$ cat config.mk
export PLATFORM = sky130hd
export DESIGN_NAME = usb_fs_rx
export DESIGN_NICKNAME = d
export VERILOG_FILES = /design/src/usb_rx_pkg.sv /design/src/usb_fs_rx.sv /design/src/usb_rx_bit_decode.sv /design/src/usb_rx_crc_check.sv /design/src/usb_rx_line_recovery.sv /design/src/usb_rx_packet.sv
export VERILOG_INCLUDE_DIRS = /design/src
export SDC_FILE = /design/constraint.sdc
export NUM_CORES = 1
export LEC_CHECK = 0
export BUFFER_PORTS_ARGS = -buffer_cell sky130_fd_sc_hd__buf_4
export CAP_MARGIN = 5
export CORE_ASPECT_RATIO = 1.4
export CORE_MARGIN = 2
export CORE_UTILIZATION = 35
export CTS_CLUSTER_DIAMETER = 80
export DETAILED_ROUTE_END_ITERATION = 7
export PLACE_DENSITY_LB_ADDON = 0.12
export REMOVE_ABC_BUFFERS = 1
export SLEW_MARGIN = 20
export SYNTH_ARGS = -nofsm -noshare
export SYNTH_HDL_FRONTEND = slang
export SYNTH_SLANG_ARGS = --single-unit
$ cat constraint.sdc
create_clock -name clk_i -period 7.8 [get_ports clk_i]
set_clock_uncertainty 0.05 [all_clocks]
set_input_delay 0.39 -clock clk_i [delete_from_list [all_inputs] [get_ports clk_i]]
set_output_delay 0.39 -clock clk_i [all_outputs]
set_load 0.01 [all_outputs]
$ cat src/usb_rx_consts.svh
// shared constants of the full-speed USB receiver
// include this in any RTL file that needs a width, a line pattern or a CRC value
`ifndef USB_RX_CONSTS_SVH
`define USB_RX_CONSTS_SVH

// one line symbol is the D+/D- pair, J is 2'b10 and K is 2'b01
`define USB_RX_SYM_W 2

// six symbols of line history, just enough to see the tail of sync
`define USB_RX_HIST_W 12

// last six sync symbols KJKJKK with the oldest symbol in the top bits
`define USB_RX_SYNC_PATTERN 12'b01_10_01_10_01_01

// CRC5 for tokens is x^5 + x^2 + 1, a good packet leaves 01100 behind
`define USB_RX_CRC5_POLY 5'b00101
`define USB_RX_CRC5_RESIDUE 5'b01100

// CRC16 for data is x^16 + x^15 + x^2 + 1, with its own fixed residue
`define USB_RX_CRC16_POLY 16'h8005
`define USB_RX_CRC16_RESIDUE 16'h800d

// both CRC registers start from all ones
`define USB_RX_CRC_SEED_ONES '1

// after this many ones the transmitter inserts a zero
`define USB_RX_MAX_ONES 6
`define USB_RX_SAMPLES_PER_BIT 4

`endif

$ cat src/usb_rx_pkg.sv
// types shared by the stages of the full-speed USB receiver
// modules refer to them with scoped names, nothing is imported
package usb_rx_pkg;

  // recovered line state, the low two bits match the D+/D- pair
  typedef enum logic [2:0] {
    SE0 = 3'b000,
    DK  = 3'b001,
    DJ  = 3'b010,
    DT  = 3'b100
  } line_state_e;

  // the four PID bits as they arrive, least significant first
  typedef enum logic [3:0] {
    PID_OUT   = 4'b0001,
    PID_IN    = 4'b1001,
    PID_SETUP = 4'b1101,
    PID_DATA0 = 4'b0011,
    PID_DATA1 = 4'b1011,
    PID_ACK   = 4'b0010,
    PID_NAK   = 4'b1010,
    PID_STALL = 4'b1110
  } pid_e;

  // PID bits 1:0 give the packet kind
  typedef enum logic [1:0] {
    KIND_TOKEN     = 2'b01,
    KIND_HANDSHAKE = 2'b10,
    KIND_DATA      = 2'b11
  } pkt_kind_e;

  typedef logic [4:0]  crc5_t;
  typedef logic [15:0] crc16_t;

endpackage
$ cat src/usb_fs_rx.sv
// full-speed USB packet receiver working from a D+/D- pair sampled at 48 MHz
// chains line recovery, bit decoding and the packet layer with no back-pressure
module usb_fs_rx (
  input  logic             clk_i,
  input  logic             rst_ni,
  input  logic             usb_dp_i,
  input  logic             usb_dn_i,
  output logic             pkt_start_o,
  output logic             pkt_end_o,
  output usb_rx_pkg::pid_e pid_o,
  output logic [6:0]       addr_o,
  output logic [3:0]       endp_o,
  output logic             rx_data_put_o,
  output logic [7:0]       rx_data_o,
  output logic             valid_pid_o,
  output logic             valid_packet_o,
  output logic             crc5_error_o,
  output logic             crc16_error_o,
  output logic             pid_error_o,
  output logic             bitstuff_error_o
);

  usb_rx_pkg::line_state_e line_state;
  logic                    sample_valid;
  logic                    bit_valid;
  logic                    bit_data;
  logic                    pid_start;
  logic                    stuff_err;

  usb_rx_line_recovery u_line_recovery (
    .clk_i          (clk_i),
    .rst_ni         (rst_ni),
    .usb_dp_i       (usb_dp_i),
    .usb_dn_i       (usb_dn_i),
    .line_state_o   (line_state),
    .sample_valid_o (sample_valid)
  );

  // pkt_start_o reports the SOP on the line, the PID start stays internal
  usb_rx_bit_decode u_bit_decode (
    .clk_i          (clk_i),
    .rst_ni         (rst_ni),
    .line_state_i   (line_state),
    .sample_valid_i (sample_valid),
    .bit_valid_o    (bit_valid),
    .bit_data_o     (bit_data),
    .pkt_start_o    (pid_start),
    .pkt_end_o      (pkt_end_o),
    .sop_o          (pkt_start_o),
    .stuff_err_o    (stuff_err)
  );

  usb_rx_packet u_packet (
    .clk_i            (clk_i),
    .rst_ni           (rst_ni),
    .bit_valid_i      (bit_valid),
    .bit_data_i       (bit_data),
    .pkt_start_i      (pid_start),
    .pkt_end_i        (pkt_end_o),
    .stuff_err_i      (stuff_err),
    .pid_o            (pid_o),
    .addr_o           (addr_o),
    .endp_o           (endp_o),
    .rx_data_put_o    (rx_data_put_o),
    .rx_data_o        (rx_data_o),
    .valid_pid_o      (valid_pid_o),
    .valid_packet_o   (valid_packet_o),
    .crc5_error_o     (crc5_error_o),
    .crc16_error_o    (crc16_error_o),
    .pid_error_o      (pid_error_o),
    .bitstuff_error_o (bitstuff_error_o)
  );

endmodule

$ cat src/usb_rx_bit_decode.sv
// packet framing and bit decoding on the sampled line symbols
// finds sync and EOP, undoes NRZI and bit stuffing, and flags stuffing errors
`include "usb_rx_consts.svh"

module usb_rx_bit_decode (
  input  logic                    clk_i,
  input  logic                    rst_ni,
  input  usb_rx_pkg::line_state_e line_state_i,
  input  logic                    sample_valid_i,
  output logic                    bit_valid_o,
  output logic                    bit_data_o,
  output logic                    pkt_start_o,
  output logic                    pkt_end_o,
  output logic                    sop_o,
  output logic                    stuff_err_o
);

  localparam int SYM_W  = `USB_RX_SYM_W;
  localparam int HIST_W = `USB_RX_HIST_W;
  localparam int ONES_W = `USB_RX_MAX_ONES + 1;

  // line symbols reduced to the pair encoding of line_state_e
  localparam logic [SYM_W-1:0]  SYM_J   = SYM_W'(usb_rx_pkg::DJ);
  localparam logic [SYM_W-1:0]  SYM_K   = SYM_W'(usb_rx_pkg::DK);
  localparam logic [SYM_W-1:0]  SYM_SE0 = SYM_W'(usb_rx_pkg::SE0);
  localparam logic [HIST_W-1:0] ALL_K   = {(HIST_W / SYM_W){SYM_K}};

  logic [HIST_W-1:0] hist_q;
  logic [HIST_W-1:0] hist_d;
  logic              in_pkt_q;
  logic              in_pkt_d;
  logic              pkt_valid_q;
  logic              pkt_valid_d;
  logic [ONES_W-1:0] ones_q;
  logic [ONES_W-1:0] ones_d;
  logic              stuff_err_q;
  logic              stuff_err_d;
  logic              see_sop;
  logic              see_eop;
  logic [SYM_W-1:0]  sym_prev;
  logic [SYM_W-1:0]  sym_cur;
  logic              raw_valid;
  logic              raw_bit;
  logic              stuff_set;

  //////////////////////////////////////////////////////////////////////
  // framing
  //////////////////////////////////////////////////////////////////////

  // the newest symbol sits in the low bits
  assign hist_d   = sample_valid_i ? {hist_q[HIST_W-SYM_W-1:0], line_state_i[SYM_W-1:0]} : hist_q;
  assign sym_prev = hist_q[2*SYM_W-1:SYM_W];
  assign sym_cur  = hist_q[SYM_W-1:0];

  // SOP is an idle J turning into K, EOP is two sampled SE0 bits
  assign see_sop  = (sym_prev == SYM_J) && (sym_cur == SYM_K) && !in_pkt_q;
  assign see_eop  = (sym_prev == SYM_SE0) && (sym_cur == SYM_SE0);
  assign in_pkt_d = see_eop ? 1'b0 : (see_sop ? 1'b1 : in_pkt_q);

  // the PID stream is open from the end of sync until EOP, and a
  // stuffing error closes it at once
  always_comb begin
    pkt_valid_d = pkt_valid_q;
    if (pkt_valid_q && stuff_err_q) begin
      pkt_valid_d = 1'b0;
    end else if (sample_valid_i) begin
      if (!pkt_valid_q && (hist_q == `USB_RX_SYNC_PATTERN)) begin
        pkt_valid_d = 1'b1;
      end else if (pkt_valid_q && see_eop) begin
        pkt_valid_d = 1'b0;
      end
    end
  end

  assign pkt_start_o = pkt_valid_d && !pkt_valid_q;
  assign pkt_end_o   = !pkt_valid_d && pkt_valid_q;

  //////////////////////////////////////////////////////////////////////
  // NRZI and bit stuffing
  //////////////////////////////////////////////////////////////////////

  // a pair of J/K symbols decodes to one bit, no change on the line is a one
  assign raw_valid = pkt_valid_q && sample_valid_i &&
                     ((sym_prev == SYM_J) || (sym_prev == SYM_K)) &&
                     ((sym_cur == SYM_J) || (sym_cur == SYM_K));
  assign raw_bit   = (sym_prev == sym_cur);

  always_comb begin
    ones_d = ones_q;
    if (pkt_end_o) begin
      ones_d = '0;
    end else if (raw_valid) begin
      ones_d = {ones_q[ONES_W-2:0], raw_bit};
    end
  end

  // a bit that follows six ones is the stuffed zero and is dropped,
  // if it is a one instead the packet is corrupt
  assign stuff_set = raw_valid && (&ones_d);

  always_comb begin
    stuff_err_d = stuff_err_q;
    if (pkt_start_o) begin
      stuff_err_d = 1'b0;
    end else if (stuff_set) begin
      stuff_err_d = 1'b1;
    end
  end

  always_ff @(posedge clk_i or negedge rst_ni) begin
    if (!rst_ni) begin
      hist_q      <= ALL_K;
      in_pkt_q    <= 1'b0;
      pkt_valid_q <= 1'b0;
      ones_q      <= '0;
      stuff_err_q <= 1'b0;
    end else begin
      hist_q      <= hist_d;
      in_pkt_q    <= in_pkt_d;
      pkt_valid_q <= pkt_valid_d;
      ones_q      <= ones_d;
      stuff_err_q <= stuff_err_d;
    end
  end

  assign bit_valid_o = raw_valid && !(&ones_q[ONES_W-2:0]);
  assign bit_data_o  = raw_bit;
  assign sop_o       = see_sop;
  assign stuff_err_o = stuff_err_q;

endmodule

$ cat src/usb_rx_crc_check.sv
// serial CRC checker over a bit stream, least significant bit first
// the CRC type sets the width, so one module serves both CRC5 and CRC16
`include "usb_rx_consts.svh"

module usb_rx_crc_check #(
  parameter type  crc_t   = usb_rx_pkg::crc5_t,
  parameter crc_t POLY    = '0,
  parameter crc_t RESIDUE = '0
) (
  input  logic clk_i,
  input  logic rst_ni,
  input  logic init_i,
  input  logic bit_valid_i,
  input  logic bit_data_i,
  output logic residue_ok_o
);

  localparam int W = $bits(crc_t);

  crc_t crc_q;
  crc_t crc_d;
  logic feedback;

  // the polynomial is folded in when the new bit differs from the top bit
  assign feedback = bit_data_i ^ crc_q[W-1];

  always_comb begin
    crc_d = crc_q;
    if (init_i) begin
      crc_d = `USB_RX_CRC_SEED_ONES;
    end else if (bit_valid_i) begin
      crc_d = {crc_q[W-2:0], 1'b0} ^ ({W{feedback}} & POLY);
    end
  end

  always_ff @(posedge clk_i or negedge rst_ni) begin
    if (!rst_ni) begin
      crc_q <= `USB_RX_CRC_SEED_ONES;
    end else begin
      crc_q <= crc_d;
    end
  end

  // running the received CRC through the register leaves a fixed residue
  assign residue_ok_o = (crc_q == RESIDUE);

endmodule

$ cat src/usb_rx_line_recovery.sv
// line state and bit clock recovery from a D+/D- pair already synchronous to clk_i
// line_state_o is the settled symbol and sample_valid_o marks one mid-bit sample per bit
`include "usb_rx_consts.svh"

module usb_rx_line_recovery (
  input  logic                    clk_i,
  input  logic                    rst_ni,
  input  logic                    usb_dp_i,
  input  logic                    usb_dn_i,
  output usb_rx_pkg::line_state_e line_state_o,
  output logic                    sample_valid_o
);

  localparam int PHASE_W = $clog2(`USB_RX_SAMPLES_PER_BIT);

  usb_rx_pkg::line_state_e state_q;
  usb_rx_pkg::line_state_e state_d;
  logic [PHASE_W-1:0]      phase_q;
  logic [PHASE_W-1:0]      phase_d;
  logic [1:0]              pair;

  assign pair = {usb_dp_i, usb_dn_i};

  //////////////////////////////////////////////////////////////////////
  // transition filter
  //////////////////////////////////////////////////////////////////////

  // D+ and D- may not flip on the same clock, so any change parks the
  // state in DT for one cycle and the pair is decoded only after that
  always_comb begin
    state_d = state_q;
    if (state_q == usb_rx_pkg::DT) begin
      state_d = usb_rx_pkg::line_state_e'({1'b0, pair});
    end else if (pair != state_q[1:0]) begin
      state_d = usb_rx_pkg::DT;
    end
  end

  // every DT is an edge of the transmitter's bit clock, so the phase
  // restarts there and phase 1 lands in the middle of the bit
  assign phase_d = (state_q == usb_rx_pkg::DT) ? '0 : phase_q + PHASE_W'(1);

  always_ff @(posedge clk_i or negedge rst_ni) begin
    if (!rst_ni) begin
      state_q <= usb_rx_pkg::SE0;
      phase_q <= '0;
    end else begin
      state_q <= state_d;
      phase_q <= phase_d;
    end
  end

  assign line_state_o   = state_q;
  assign sample_valid_o = (phase_q == PHASE_W'(1));

endmodule

$ cat src/usb_rx_packet.sv
// packet layer of the receiver, fed with unstuffed bits
// captures the PID, token fields and data bytes, and judges each packet at its end
`include "usb_rx_consts.svh"

module usb_rx_packet (
  input  logic             clk_i,
  input  logic             rst_ni,
  input  logic             bit_valid_i,
  input  logic             bit_data_i,
  input  logic             pkt_start_i,
  input  logic             pkt_end_i,
  input  logic             stuff_err_i,
  output usb_rx_pkg::pid_e pid_o,
  output logic [6:0]       addr_o,
  output logic [3:0]       endp_o,
  output logic             rx_data_put_o,
  output logic [7:0]       rx_data_o,
  output logic             valid_pid_o,
  output logic             valid_packet_o,
  output logic             crc5_error_o,
  output logic             crc16_error_o,
  output logic             pid_error_o,
  output logic             bitstuff_error_o
);

  logic [8:0]            pid_sr_q;
  logic                  pid_done;
  logic                  pid_ok;
  logic                  pay_bit;
  usb_rx_pkg::pkt_kind_e kind;
  logic [3:0]            len_q;
  logic                  len16_q;
  logic                  tok_last;
  logic [10:0]           tok_q;
  logic [8:0]            byte_sr_q;
  logic                  crc5_ok;
  logic                  crc16_ok;
  logic                  len_token_ok;
  logic                  len_data_ok;
  logic                  len_hs_ok;

  //////////////////////////////////////////////////////////////////////
  // PID and length
  //////////////////////////////////////////////////////////////////////

  // the PID shifts in behind a sentinel, which reaches bit 0 after eight bits
  assign pid_done = pid_sr_q[0];
  assign pid_ok   = (pid_sr_q[4:1] == ~pid_sr_q[8:5]);
  assign kind     = usb_rx_pkg::pkt_kind_e'(pid_sr_q[2:1]);
  assign pay_bit  = bit_valid_i && pid_done;

  // sixteenth payload bit of a token, where the CRC5 ends
  assign tok_last = pay_bit && (kind == usb_rx_pkg::KIND_TOKEN) && !len16_q && (&len_q);

  always_ff @(posedge clk_i or negedge rst_ni) begin
    if (!rst_ni) begin
      pid_sr_q  <= '0;
      len_q     <= '0;
      len16_q   <= 1'b0;
      byte_sr_q <= '0;
      addr_o    <= '0;
      endp_o    <= '0;
    end else begin
      if (pkt_start_i) begin
        pid_sr_q <= 9'b1_0000_0000;
        len_q    <= '0;
        len16_q  <= 1'b0;
      end else if (bit_valid_i && !pid_done) begin
        pid_sr_q <= {bit_data_i, pid_sr_q[8:1]};
      end else if (pay_bit) begin
        // the low four bits count modulo a byte pair, len16 sticks once sixteen are in
        len_q   <= len_q + 4'd1;
        len16_q <= len16_q | (&len_q);
      end
      // data bytes travel behind their own sentinel, and the two CRC16
      // bytes at the end of a data packet come out as bytes as well
      if (pkt_start_i || byte_sr_q[0]) begin
        byte_sr_q <= 9'b1_0000_0000;
      end else if (pay_bit && (kind == usb_rx_pkg::KIND_DATA)) begin
        byte_sr_q <= {bit_data_i, byte_sr_q[8:1]};
      end
      if (tok_last) begin
        addr_o <= tok_q[6:0];
        endp_o <= tok_q[10:7];
      end
    end
  end

  // the first eleven token bits hold the address and then the endpoint
  always_ff @(posedge clk_i) begin
    if (pay_bit && (kind == usb_rx_pkg::KIND_TOKEN) && !len16_q && (len_q < 4'd11)) begin
      tok_q <= {bit_data_i, tok_q[10:1]};
    end
  end

  //////////////////////////////////////////////////////////////////////
  // CRC checks and verdict
  //////////////////////////////////////////////////////////////////////

  usb_rx_crc_check #(
    .crc_t   (usb_rx_pkg::crc5_t),
    .POLY    (`USB_RX_CRC5_POLY),
    .RESIDUE (`USB_RX_CRC5_RESIDUE)
  ) u_crc5 (
    .clk_i        (clk_i),
    .rst_ni       (rst_ni),
    .init_i       (pkt_start_i),
    .bit_valid_i  (pay_bit),
    .bit_data_i   (bit_data_i),
    .residue_ok_o (crc5_ok)
  );

  usb_rx_crc_check #(
    .crc_t   (usb_rx_pkg::crc16_t),
    .POLY    (`USB_RX_CRC16_POLY),
    .RESIDUE (`USB_RX_CRC16_RESIDUE)
  ) u_crc16 (
    .clk_i        (clk_i),
    .rst_ni       (rst_ni),
    .init_i       (pkt_start_i),
    .bit_valid_i  (pay_bit),
    .bit_data_i   (bit_data_i),
    .residue_ok_o (crc16_ok)
  );

  // token payload is exactly sixteen bits, data is whole bytes with at
  // least the CRC16, and a handshake carries nothing after its PID
  assign len_token_ok = len16_q && (len_q == 4'd0);
  assign len_data_ok  = len16_q && (len_q[2:0] == 3'd0);
  assign len_hs_ok    = !len16_q && (len_q == 4'd0);

  assign valid_packet_o = pid_ok && !stuff_err_i &&
                          (((kind == usb_rx_pkg::KIND_TOKEN) && len_token_ok && crc5_ok) ||
                           ((kind == usb_rx_pkg::KIND_DATA) && len_data_ok && crc16_ok) ||
                           ((kind == usb_rx_pkg::KIND_HANDSHAKE) && len_hs_ok));

  // error outputs are single pulses in the pkt_end cycle
  assign crc5_error_o     = pkt_end_i && (kind == usb_rx_pkg::KIND_TOKEN) && !crc5_ok;
  assign crc16_error_o    = pkt_end_i && (kind == usb_rx_pkg::KIND_DATA) && !crc16_ok;
  assign pid_error_o      = pkt_end_i && !pid_ok;
  assign bitstuff_error_o = pkt_end_i && stuff_err_i;

  assign valid_pid_o   = pid_ok;
  assign pid_o         = usb_rx_pkg::pid_e'(pid_sr_q[4:1]);
  assign rx_data_put_o = byte_sr_q[0];
  assign rx_data_o     = byte_sr_q[8:1];

endmodule

-- Word level (Yosys, flattened, before mapping)
Index checks and enable logic that the tools add are counted.
- reductions and logical operators: 65
- equal/unequal tests: 16
- bitwise gates (word level): 6
- $mul: 0
- add/subtract/negate cells: 2
- shift operators: 0
- multiplexer cells: 27
- divide/modulo/power cells: 0
- $lt $le $gt $ge: 1
- operator list (cell ; number):
    logical AND 1 bit ; 36
    two-way mux 9 bit ; 4
    two-way mux 16 bit ; 2
    equality test 16 bit (second input constant) ; 1
    XOR 16 bit ; 1
    two-way mux 7 bit ; 2
    equality test 12 x 11 -> 1 bit (second input constant) ; 1
    two-way mux 4 bit ; 3
    nonzero test 2 bit ; 6
    two-way mux 1 bit ; 11
    zero test 1 bit ; 10
    two-way mux 5 bit ; 2
    equality test 2 x 1 -> 1 bit (second input constant) ; 4
    equality test 2 bit (second input constant) ; 4
    AND reduction 7 bit ; 1
    two-way mux 3 bit ; 2
    AND reduction 6 bit ; 1
    equality test 5 x 4 -> 1 bit (second input constant) ; 1
    logical OR 1 bit ; 5
    XOR 5 x 3 -> 5 bit ; 1
    adder 4 x 1 -> 4 bit (second input constant) ; 1
    equality test 4 bit ; 1
    zero test 2 bit ; 2
    zero test 4 bit ; 1
    other kinds (13) ; 14
- bits of input ports: 4
- register bits after elaboration: 93
- output and inout bits: 32
- memories kept: 0
- bits in writable memories: 0
- ROM bits: 0
- bits in latches: 0
- word-level logic and storage cells: 133

-- Depth between registers and ports, before layout
Gate-level depths: netlist (run 1).
- word-level depth: 14
- depth in mapped cells: 9

-- Hierarchy
Synthesis (run 1) repeated with hierarchy kept, for this count alone.
- cell total of the unflattened synthesis: 370
- area, all modules: 4195.3 µm²
- by module, submodules not included (module ; sequential area each (µm²) ; times used ; cells each ; area an instance (µm²)):
    usb_rx_packet ; 1181.1 ; 1 ; 169 ; 1949.4
    usb_rx_bit_decode ; 533.0 ; 1 ; 94 ; 987.2
    usb_rx_crc_check (u_packet.u_crc16) ; 420.4 ; 1 ; 63 ; 757.0
    usb_rx_crc_check (u_packet.u_crc5) ; 131.4 ; 1 ; 20 ; 257.7
    usb_rx_line_recovery ; 125.1 ; 1 ; 24 ; 244.0

-- Worst setup path before layout (run 1)
OpenSTA, ideal clock, no wires.
- kind: register to register
- start: register u_bit_decode.hist_q[0]
- end: register u_packet.tok_q[0] (enable)
- period minus slack after synthesis: 3.424 ns
- stages on the path, launching flop included: 9
- path slack: 4.376 ns
- required time: 7.338 ns
- arrival: 2.962 ns
- path buffers: 3
- cells stage by stage: dfstp_2 > inv_1 > ha_1 > and4_1 > buf_4 > o211ai_4 > buf_2 > buf_2 > nor4b_1
- cells in the longest elaborated chain, start to end: 8
- RTL lines (item ; RTL line ; source):
    from (decl) ; usb_rx_bit_decode.sv:28 ; logic [HIST_W-1:0] hist_q;
    from (signal assigned) ; usb_rx_bit_decode.sv:118 ; hist_q <= hist_d;
    equality test 2 bit / equality test 2 x 1 -> 1 bit (equally long branches) ; usb_rx_bit_decode.sv:85 ; ((sym_cur == SYM_J) || (sym_cur == SYM_K));
    logical OR 1 bit (*) ; usb_rx_bit_decode.sv:85 ;
    logical AND 1 bit (*) ; usb_rx_bit_decode.sv:84 ; ((sym_prev == SYM_J) || (sym_prev == SYM_K)) &&
    logical AND 1 bit (*) ; usb_rx_bit_decode.sv:126 ; assign bit_valid_o = raw_valid && !(&ones_q[ONES_W-2:0]);
    logical AND 1 bit (*) ; usb_rx_packet.sv:50 ; assign pay_bit = bit_valid_i && pid_done;
    logical AND 1 bit (*) (3 in series) ; usb_rx_packet.sv:91 ; if (pay_bit && (kind == usb_rx_pkg::KIND_TOKEN) && !len16_q && (len_q < 4'd11)) begin
    to (signal assigned) ; usb_rx_packet.sv:92 ; tok_q <= {bit_data_i, tok_q[10:1]};
    to (decl) ; usb_rx_packet.sv:34 ; logic [10:0] tok_q;
Mark *: on every way between the ends. The rest lies on a longest branch, timed or not.
A chain may end at the register's enable or synchronous reset.

==> results of run 1 <==
==> synth_stat cells, drive strengths merged <==
library cell	n	area, um^2
clkbuf	8	31.3
nor3	2	15.0
nand3	11	55.1
and2	4	25.0
nand4b	1	8.76
and3	2	12.5
xnor3	2	45.0
ha	8	100
o21ai	17	85.1
nand4bb	2	22.5
or2	1	6.26
xnor2	10	87.6
nand4	4	40.0
a21o	1	7.51
nor4	4	40.0
a211o	1	8.76
nor2	17	63.8
o2111ai	1	8.76
inv	12	45.0
and4b	1	10.0
mux2	19	214
dfstp	27	709
o22a	16	140
nor3b	1	7.51
and4	3	26.3
or3	1	6.26
o22ai	2	12.5
o211ai	2	28.8
a31oi	3	18.8
or4	1	7.51
edfxtp	11	330
buf	14	95.1
dfrtp	54	1350
o21a	1	7.51
nand2b	4	25.0
a2bb2oi	4	35.0
nor2b	6	37.5
a311oi	2	52.6
nor4b	3	26.3
a21oi	22	110
nand2	23	86.3
a41oi	1	8.76
mux2i	9	90.1
==> routing by layer <==
| layer | routed length (um) | global-route usage (%) | part of all wire (%) |
|---|---|---|---|
| met2 | 4000 | 22.7 | 51 |
| met5 | 0 | 0 | 0 |
| met4 | 136 | 6.19 | 1.7 |
| met3 | 176 | 2.11 | 2.2 |
| met1 | 3570 | 17.3 | 45 |
==> final timing paths <==
kind | end | slack, ps | cells past startpoint
max | u_packet.addr_o[5] | 4500 | 6
min | u_line_recovery.line_state_o[1] | 260 | 2
max reg2reg | u_packet.addr_o[5] | 4500 | 6
min reg2reg | u_line_recovery.phase_q[0] | 390 | 1
max in group asynchronous | u_packet.u_crc5.crc_q[2] | 6240 | 3
min in group asynchronous | u_packet.endp_o[1] | 510 | 2
==> flip-flops by register name, summed over array words and instances (netlist names), 5 cells and up <==
name / flops
u_bit_decode.ones_q: 6
u_bit_decode.hist_q: 12
u_packet.u_crc16.crc_q: 16
u_packet.pid_sr_q: 9
u_packet.u_crc5.crc_q: 5
u_packet.addr_o: 7
u_packet.tok_q: 11
u_packet.byte_sr_q: 9
==> where the power goes <==
part	switching [uW]	leakage, uW	internal (uW)
Combinational	95.8	0.000776	76.0
Clock	188	0.000122	218
Sequential	29.2	0.00112	529
==> stage by stage <==
stage                     total power [uW]  area [um^2]
after floorplan                        691         4020
after global placement                 739         4490
after detailed placement               742         4490
after CTS                             1160         4770
after global routing                  1200         4780
final                                 1140         4780
==> cell families (layout without fill, tap and decap cells) <==
kind of cell | Yosys count | after routing | share of synthesized area (%)
flops | 92 | 92 | 57.7
simple gates | 91 | 91 | 12.6
compound gates | 73 | 73 | 12.6
buf+inv | 34 | 66 | 4.14
mux | 28 | 28 | 7.33
xor+xnor | 12 | 12 | 3.20
fa+ha+maj | 8 | 8 | 2.41
==> cell type report <==
type | count | area [um^2] | area share [%]
flip-flops and latches | 92 | 2390 | 50.0
multi-input cells | 212 | 1600 | 33.4
repair buffers | 38 | 288 | 6.02
clock buffers | 10 | 229 | 4.79
well taps | 147 | 184 | 3.85
clock inverters | 6 | 47.5 | 0.994
inverters | 12 | 45.0 | 0.942
==> critical path, delay by kind of cell, from the launching register on <==
kind | cells | cell delay, ps
and+or+nand+nor | 2 | 1300
adders and majority gates | 1 | 640
muxes | 1 | 380
AOI/OAI and AO/OA | 1 | 370
DFF | 1 | 360
buffers and inverters | 1 | 50
==> results.py, run 1 <==
metrics = {
    "place": {
        "portBuffers": 35,
        "routabilityCongestion": 0.786,
        "dp_hpwl_mm": 5.29,
        "pre_cts_ws_ps": 4210,
        "dp.cells": 500,
    },
    "synth": {
        "synth-seq-cells": 92,
        "avgSynthCellArea_um2": 12.3,
        "synthesis.area_mm2": 0.00415,
        "ys_types": 52,
        "synth_seq_area_share_pct": 57.7,
        "synth_cells": 338,
        "synth_warnings": 0,
    },
    "timing": {
        "setup_ws_ps": 4500,
        "relSlewSlack_pct": 40.2,
        "layout_min_cycle_time_ps": 3300,
        "worst_pin_slew_ps": 893,
        "setup-tns-final_ps": 0,
        "fin_crit_sh_pct": 42.3,
        "maxSlewViolCount": 0,
        "fmax_mhz": 303,
        "finalHoldViolations": 0,
        "rsz0062_at_grt": "false",
        "holdWs_ps": 261,
        "setup_viol": 0,
    },
    "cts": {
        "clock_latency_ps": 340,
        "root_buffer": "clkbuf_16",
        "numCtsBuffers": 9,
        "cts_setup_buffers": 0,
        "path_clk_slew_ps": 70,
        "cts_tree": "done",
        "cts-resized-gates": 0,
        "cts_buffer_depth": 2,
        "htreeDepth": 3,
        "cts.hold.buffers_added": 1,
        "cts.sinks": 92,
    },
    "global_route": {
        "grt_antenna_before_repair": 0,
        "grt_usage_pct": 13.7,
        "grt_overflow": 0,
        "grt_pass1_wl_mm": 13.6,
        "grt_pass1_vias": 2752,
        "grt_max_degree": 42,
    },
    "hold_path": {
        "hold_start": "usb_dp_i",
        "hold_path.class": "in -> reg",
    },
    "worst_setup_path": {
        "path_cells": "inv_1, ha_1, and4_1, o211ai_4, nor4_4, mux2_1",
        "cp_max_fo": 30,
        "cp.required_ps": 7970,
        "reg2reg_from": "u_line_recovery.phase_q[1]",
        "slowest_delay_ps": 780,
        "start_kind": "flop",
        "critical_path_class": "reg -> reg",
        "cpMaxStageDelayCell": "nor4_4",
        "cp.arrival_ps": 3470,
        "endpoint_kind": "flop",
        "startpoint": "u_line_recovery.phase_q[1]",
    },
    "detailed_routing": {
        "drc": 0,
        "viasPerCell": 5.03,
        "postRouteAntennaNets": 0,
        "wl_per_cell_um": 15.3,
        "via_count": 2598,
        "routed_wl_mm": 7.89,
        "first_pass_iters": 4,
        "drtIter0Drc": 112,
    },
    "layout": {
        "n_antenna_cell": 0,
        "fin_nets": 377,
        "fill_cells": 1119,
        "final_cell_mix": "dfrtp_1 (54), buf_4 (37), dfstp_2 (27), nand2_1 (23), a21oi_1 (22)",
        "drive_above_1_share_pct": 25.7,
        "final_common_cell": "dfrtp_1",
        "stdcell_count": 517,
        "fin_util_pct": 40.9,
        "area_growth_pct": 15.4,
    },
    "job": {
        "drv_cap": 0,
    },
    "die": {
        "start_util_pct": 35.4,
        "die_width_um": 96.0,
        "num_rows": 47,
        "placeableCoreArea_mm2": 0.0117,
        "io_pins": 36,
        "dieArea_mm2": 0.0127,
        "fp.dieH_um": 133,
    },
    "power": {
        "power.static_leakage_uw": 0.00202,
        "peakVddDrop_v": 0.000125,
        "pwr_density_cell_mw_per_mm2": 238,
    },
    "status": {
        "status": "finished clean",
    },
}
Power figures use the tool's default switching activity.
==> run 2: changes to the inputs <==
--- a/config.mk
+++ b/config.mk
@@ -6,6 +6,7 @@
 export SDC_FILE = /design/constraint.sdc
 export NUM_CORES = 1
 export LEC_CHECK = 0
+export ABC_AREA = 1
 export BUFFER_PORTS_ARGS = -buffer_cell sky130_fd_sc_hd__buf_4
 export CAP_MARGIN = 5
 export CORE_ASPECT_RATIO = 1.4
==> constraint.sdc (replaced) <==
create_clock -name clk_i -period 3.2 [get_ports clk_i]
set_clock_uncertainty 0.05 [all_clocks]
set_input_delay 0.16 -clock clk_i [delete_from_list [all_inputs] [get_ports clk_i]]
set_output_delay 0.16 -clock clk_i [all_outputs]
set_load 0.01 [all_outputs]
==> run 2 against run 1 <==
  * Total power grew to 2.7 times the previous value
  * Combinational power grew to 3.3 times the previous value
  * Via count is 15% higher
  * Critical path type is now reg -> out
  * Highest routed layer unchanged
==> results.py, run 2 <==
metrics = {
    "status": {
        "status": "finished clean",
    },
    "synth": {
        "synth_edf_count": 11,
        "synth_most_common_cell": "nand2_1",
        "synthArstFlopShare_pct": 88.2,
        "ys_types": 36,
        "synth_compound_area_share_pct": 8.42,
        "synth-seq-cells": 93,
        "synthSimpleGateAreaFrac_pct": 22.3,
        "synth_commonest_cells": "nand2_1 (124), dfrtp_1 (55), inv_1 (54)",
        "synthesis.area_mm2": 0.00421,
        "synth_seq_area_share_pct": 57.5,
        "synth_cells": 447,
        "synth_top_family_by_area": "simple AND/OR/NAND/NOR gates",
        "synth.largest_area_cell": "dfrtp_1",
        "ys.flop_type": "dfrtp_1",
        "synth_top_area_share_pct": 32.7,
        "avgSynthCellArea_um2": 9.41,
        "yosys.area_share.adder_pct": 2.38,
        "synthXorXnorAreaFrac_pct": 1.87,
        "yosys-top-cells-area": "dfrtp_1 (33%), dfstp_2 (17%), nand2_1 (11%)",
        "synthMuxAreaShare_pct": 0,
        "synth_warnings": 0,
    },
    "worst_setup_path": {
        "critical_path_class": "reg -> out",
        "path_cells": "inv_1, ha_1, nand3_1, a21oi_2, inv_1, a211oi_1, buf_4",
        "cpMaxStageDelayCell": "a21oi_2",
        "r2r_end": "u_packet.tok_q[9]",
        "reg2reg_from": "u_bit_decode.hist_q[2]",
        "cp.arrival_ps": 2290,
        "cp_max_fo": 9,
        "r2r_slack_ps": 820,
        "cp.required_ps": 2990,
        "endpoint_kind": "output port",
        "cp-endpoint": "crc16_error_o",
        "crit_top_cell": "inv_1",
        "crit_family": "compound AO/OA/AOI/OAI gates",
        "start_kind": "flop",
        "crit_cells": 7,
        "reg2reg_depth": 9,
        "cp_num_buf_inv": 3,
        "slowest_delay_ps": 450,
        "startpoint": "u_bit_decode.hist_q[3]",
    },
    "job": {
        "drv_cap": 0,
    },
    "timing": {
        "setup_viol": 0,
        "fin_crit_sh_pct": 78.2,
        "relSlewSlack_pct": 66.4,
        "finalHoldViolations": 0,
        "layout_min_cycle_time_ps": 2500,
        "maxSlewViolCount": 0,
        "fmax_mhz": 400,
        "worst_pin_slew_ps": 503,
        "setup-tns-final_ps": 0,
        "rsz0062_at_grt": "false",
        "setup_ws_ps": 698,
    },
    "cts": {
        "cts_setup_buffers": 0,
        "numCtsBuffers": 9,
        "cts-resized-gates": 0,
        "htreeDepth": 3,
        "cts.sinks": 93,
        "cts_buffer_depth": 2,
        "path_clk_slew_ps": 60,
        "cts_tree": "done",
        "clock_latency_ps": 340,
        "root_buffer": "clkbuf_16",
    },
    "layout": {
        "largest_reg_flops": 16,
        "largest-register": "u_packet.u_crc16.crc_q",
        "area_growth_pct": 16.6,
        "stdcell_count": 639,
        "multi_input_area_mm2": 0.00147,
        "final_common_cell": "nand2_1",
        "fin_nets": 499,
        "drive_above_1_share_pct": 19.9,
        "seqCellArea_mm2": 0.00242,
        "fill_cells": 1205,
        "final_cell_mix": "nand2_1 (124), dfrtp_1 (55), inv_1 (54), buf_4 (42)",
        "n_antenna_cell": 0,
        "reg_top3": "u_packet.u_crc16.crc_q x16, u_bit_decode.hist_q x12, u_packet.tok_q x11",
    },
    "power": {
        "p_switching_uw": 890,
        "peakVddDrop_v": 0.000386,
        "seqPwrFrac_pct": 47.0,
        "pwr_density_cell_mw_per_mm2": 626,
        "power.static_leakage_uw": 0.00238,
        "pwr-share-clk_pct": 34.2,
        "p_int_uw": 2180,
        "swShare_pct": 29.0,
        "combPwrFrac_pct": 18.7,
    },
    "place": {
        "pre_cts_ws_ps": 809,
        "dp.cells": 622,
        "dp_hpwl_mm": 6.12,
        "portBuffers": 35,
        "routabilityCongestion": 0.819,
    },
    "detailed_routing": {
        "via_count": 2977,
        "postRouteAntennaNets": 0,
        "first_pass_iters": 4,
        "routed_wl_mm": 8.48,
        "viasPerCell": 4.66,
        "wl_per_cell_um": 13.3,
        "drc": 0,
        "drtIter0Drc": 101,
    },
    "die": {
        "start_util_pct": 35.8,
        "die_width_um": 96.6,
        "fp.dieH_um": 134,
        "io_pins": 36,
        "num_rows": 47,
        "dieArea_mm2": 0.0129,
        "placeableCoreArea_mm2": 0.0118,
    },
    "hold_path": {
        "min_delay_path_depth": 2,
        "hold_path.class": "in -> reg",
    },
    "global_route": {
        "grt_max_degree": 34,
        "grt_usage_pct": 14.1,
        "grt_overflow": 0,
        "grt_pass1_wl_mm": 14.7,
        "grt_antenna_before_repair": 0,
        "grt_pass1_vias": 3036,
    },
}
==> run 2: power groups by stage <==
stage / clock network, uW / logic (uW) / registers, uW
after floorplan: 0 / 426 / 1450
after global placement: 0 / 574 / 1460
after detailed placement: 0 / 590 / 1470
after CTS: 1090 / 589 / 1450
after global routing: 1150 / 686 / 1460
final: 1050 / 575 / 1440
==> run 2: cells by family after synthesis <==
family	Yosys count
AOI/OAI and AO/OA	59
adders and majority gates	8
xor gates and xnor gates	9
buffers and inverters	70
DFF	93
and+or+nand+nor	208
==> run 2: worst min-delay path by stage <==
stage             start                         endpoint  slack (ps)
2_1_floorplan    rst_ni          u_bit_decode.hist_q[11]        -190
4_1_cts        usb_dp_i  u_line_recovery.line_state_o[1]          20
3_5_place_dp     rst_ni               u_packet.addr_o[6]         100
3_3_place_gp     rst_ni               u_packet.addr_o[6]         100
5_1_grt        usb_dp_i  u_line_recovery.line_state_o[1]          40
6_report       usb_dp_i  u_line_recovery.line_state_o[1]          30
==> run 2: worst reg2reg max path, delay by kind of cell, from the launching register on <==
family                     cells  cell delay [ps]
adders and majority gates      1              300
and+or+nand+nor                5              760
AOI/OAI and AO/OA              1              140
buffers and inverters          2              280
DFF                            1              550
==> run 2: area by class of cell <==
cell class | count | share of cell area (%)
inverters | 56 | 4.29
multi-input cells | 284 | 30.0
flip-flops and latches | 93 | 49.3
repair buffers | 43 | 6.64
clock inverters | 4 | 0.970
clock buffers | 12 | 5.03
well taps | 147 | 3.75
==> run 2: per-layer routing <==
layer,GRT usage [%],vias to the layer above,part of all wire [%]
met4,5.87,0,1.9
met2,25.0,43,51
met3,2.62,14,2.8
met5,0,-,0
li1,-,1509,-
met1,16.7,1411,44
==> run 2: metrics by stage <==
step | utilization (%) | hold slack, ps | total power [uW] | cell area [um^2]
final | 41.7 | 29.7 | 3070 | 4900
after global routing | 41.7 | 37.4 | 3300 | 4900
after CTS | 41.7 | 22.7 | 3130 | 4900
after detailed placement | 39.1 | 95.9 | 2050 | 4600
after global placement | 39.1 | 97.4 | 2040 | 4600
after floorplan | - | -186 | 1870 | 4100
==> run 2: repair_timing <==
action / in CTS / in global routing
endpoints found under the hold margin: 26 / 0
hold buffers: 1 / 0
endpoints found under the setup margin: 0 / 0
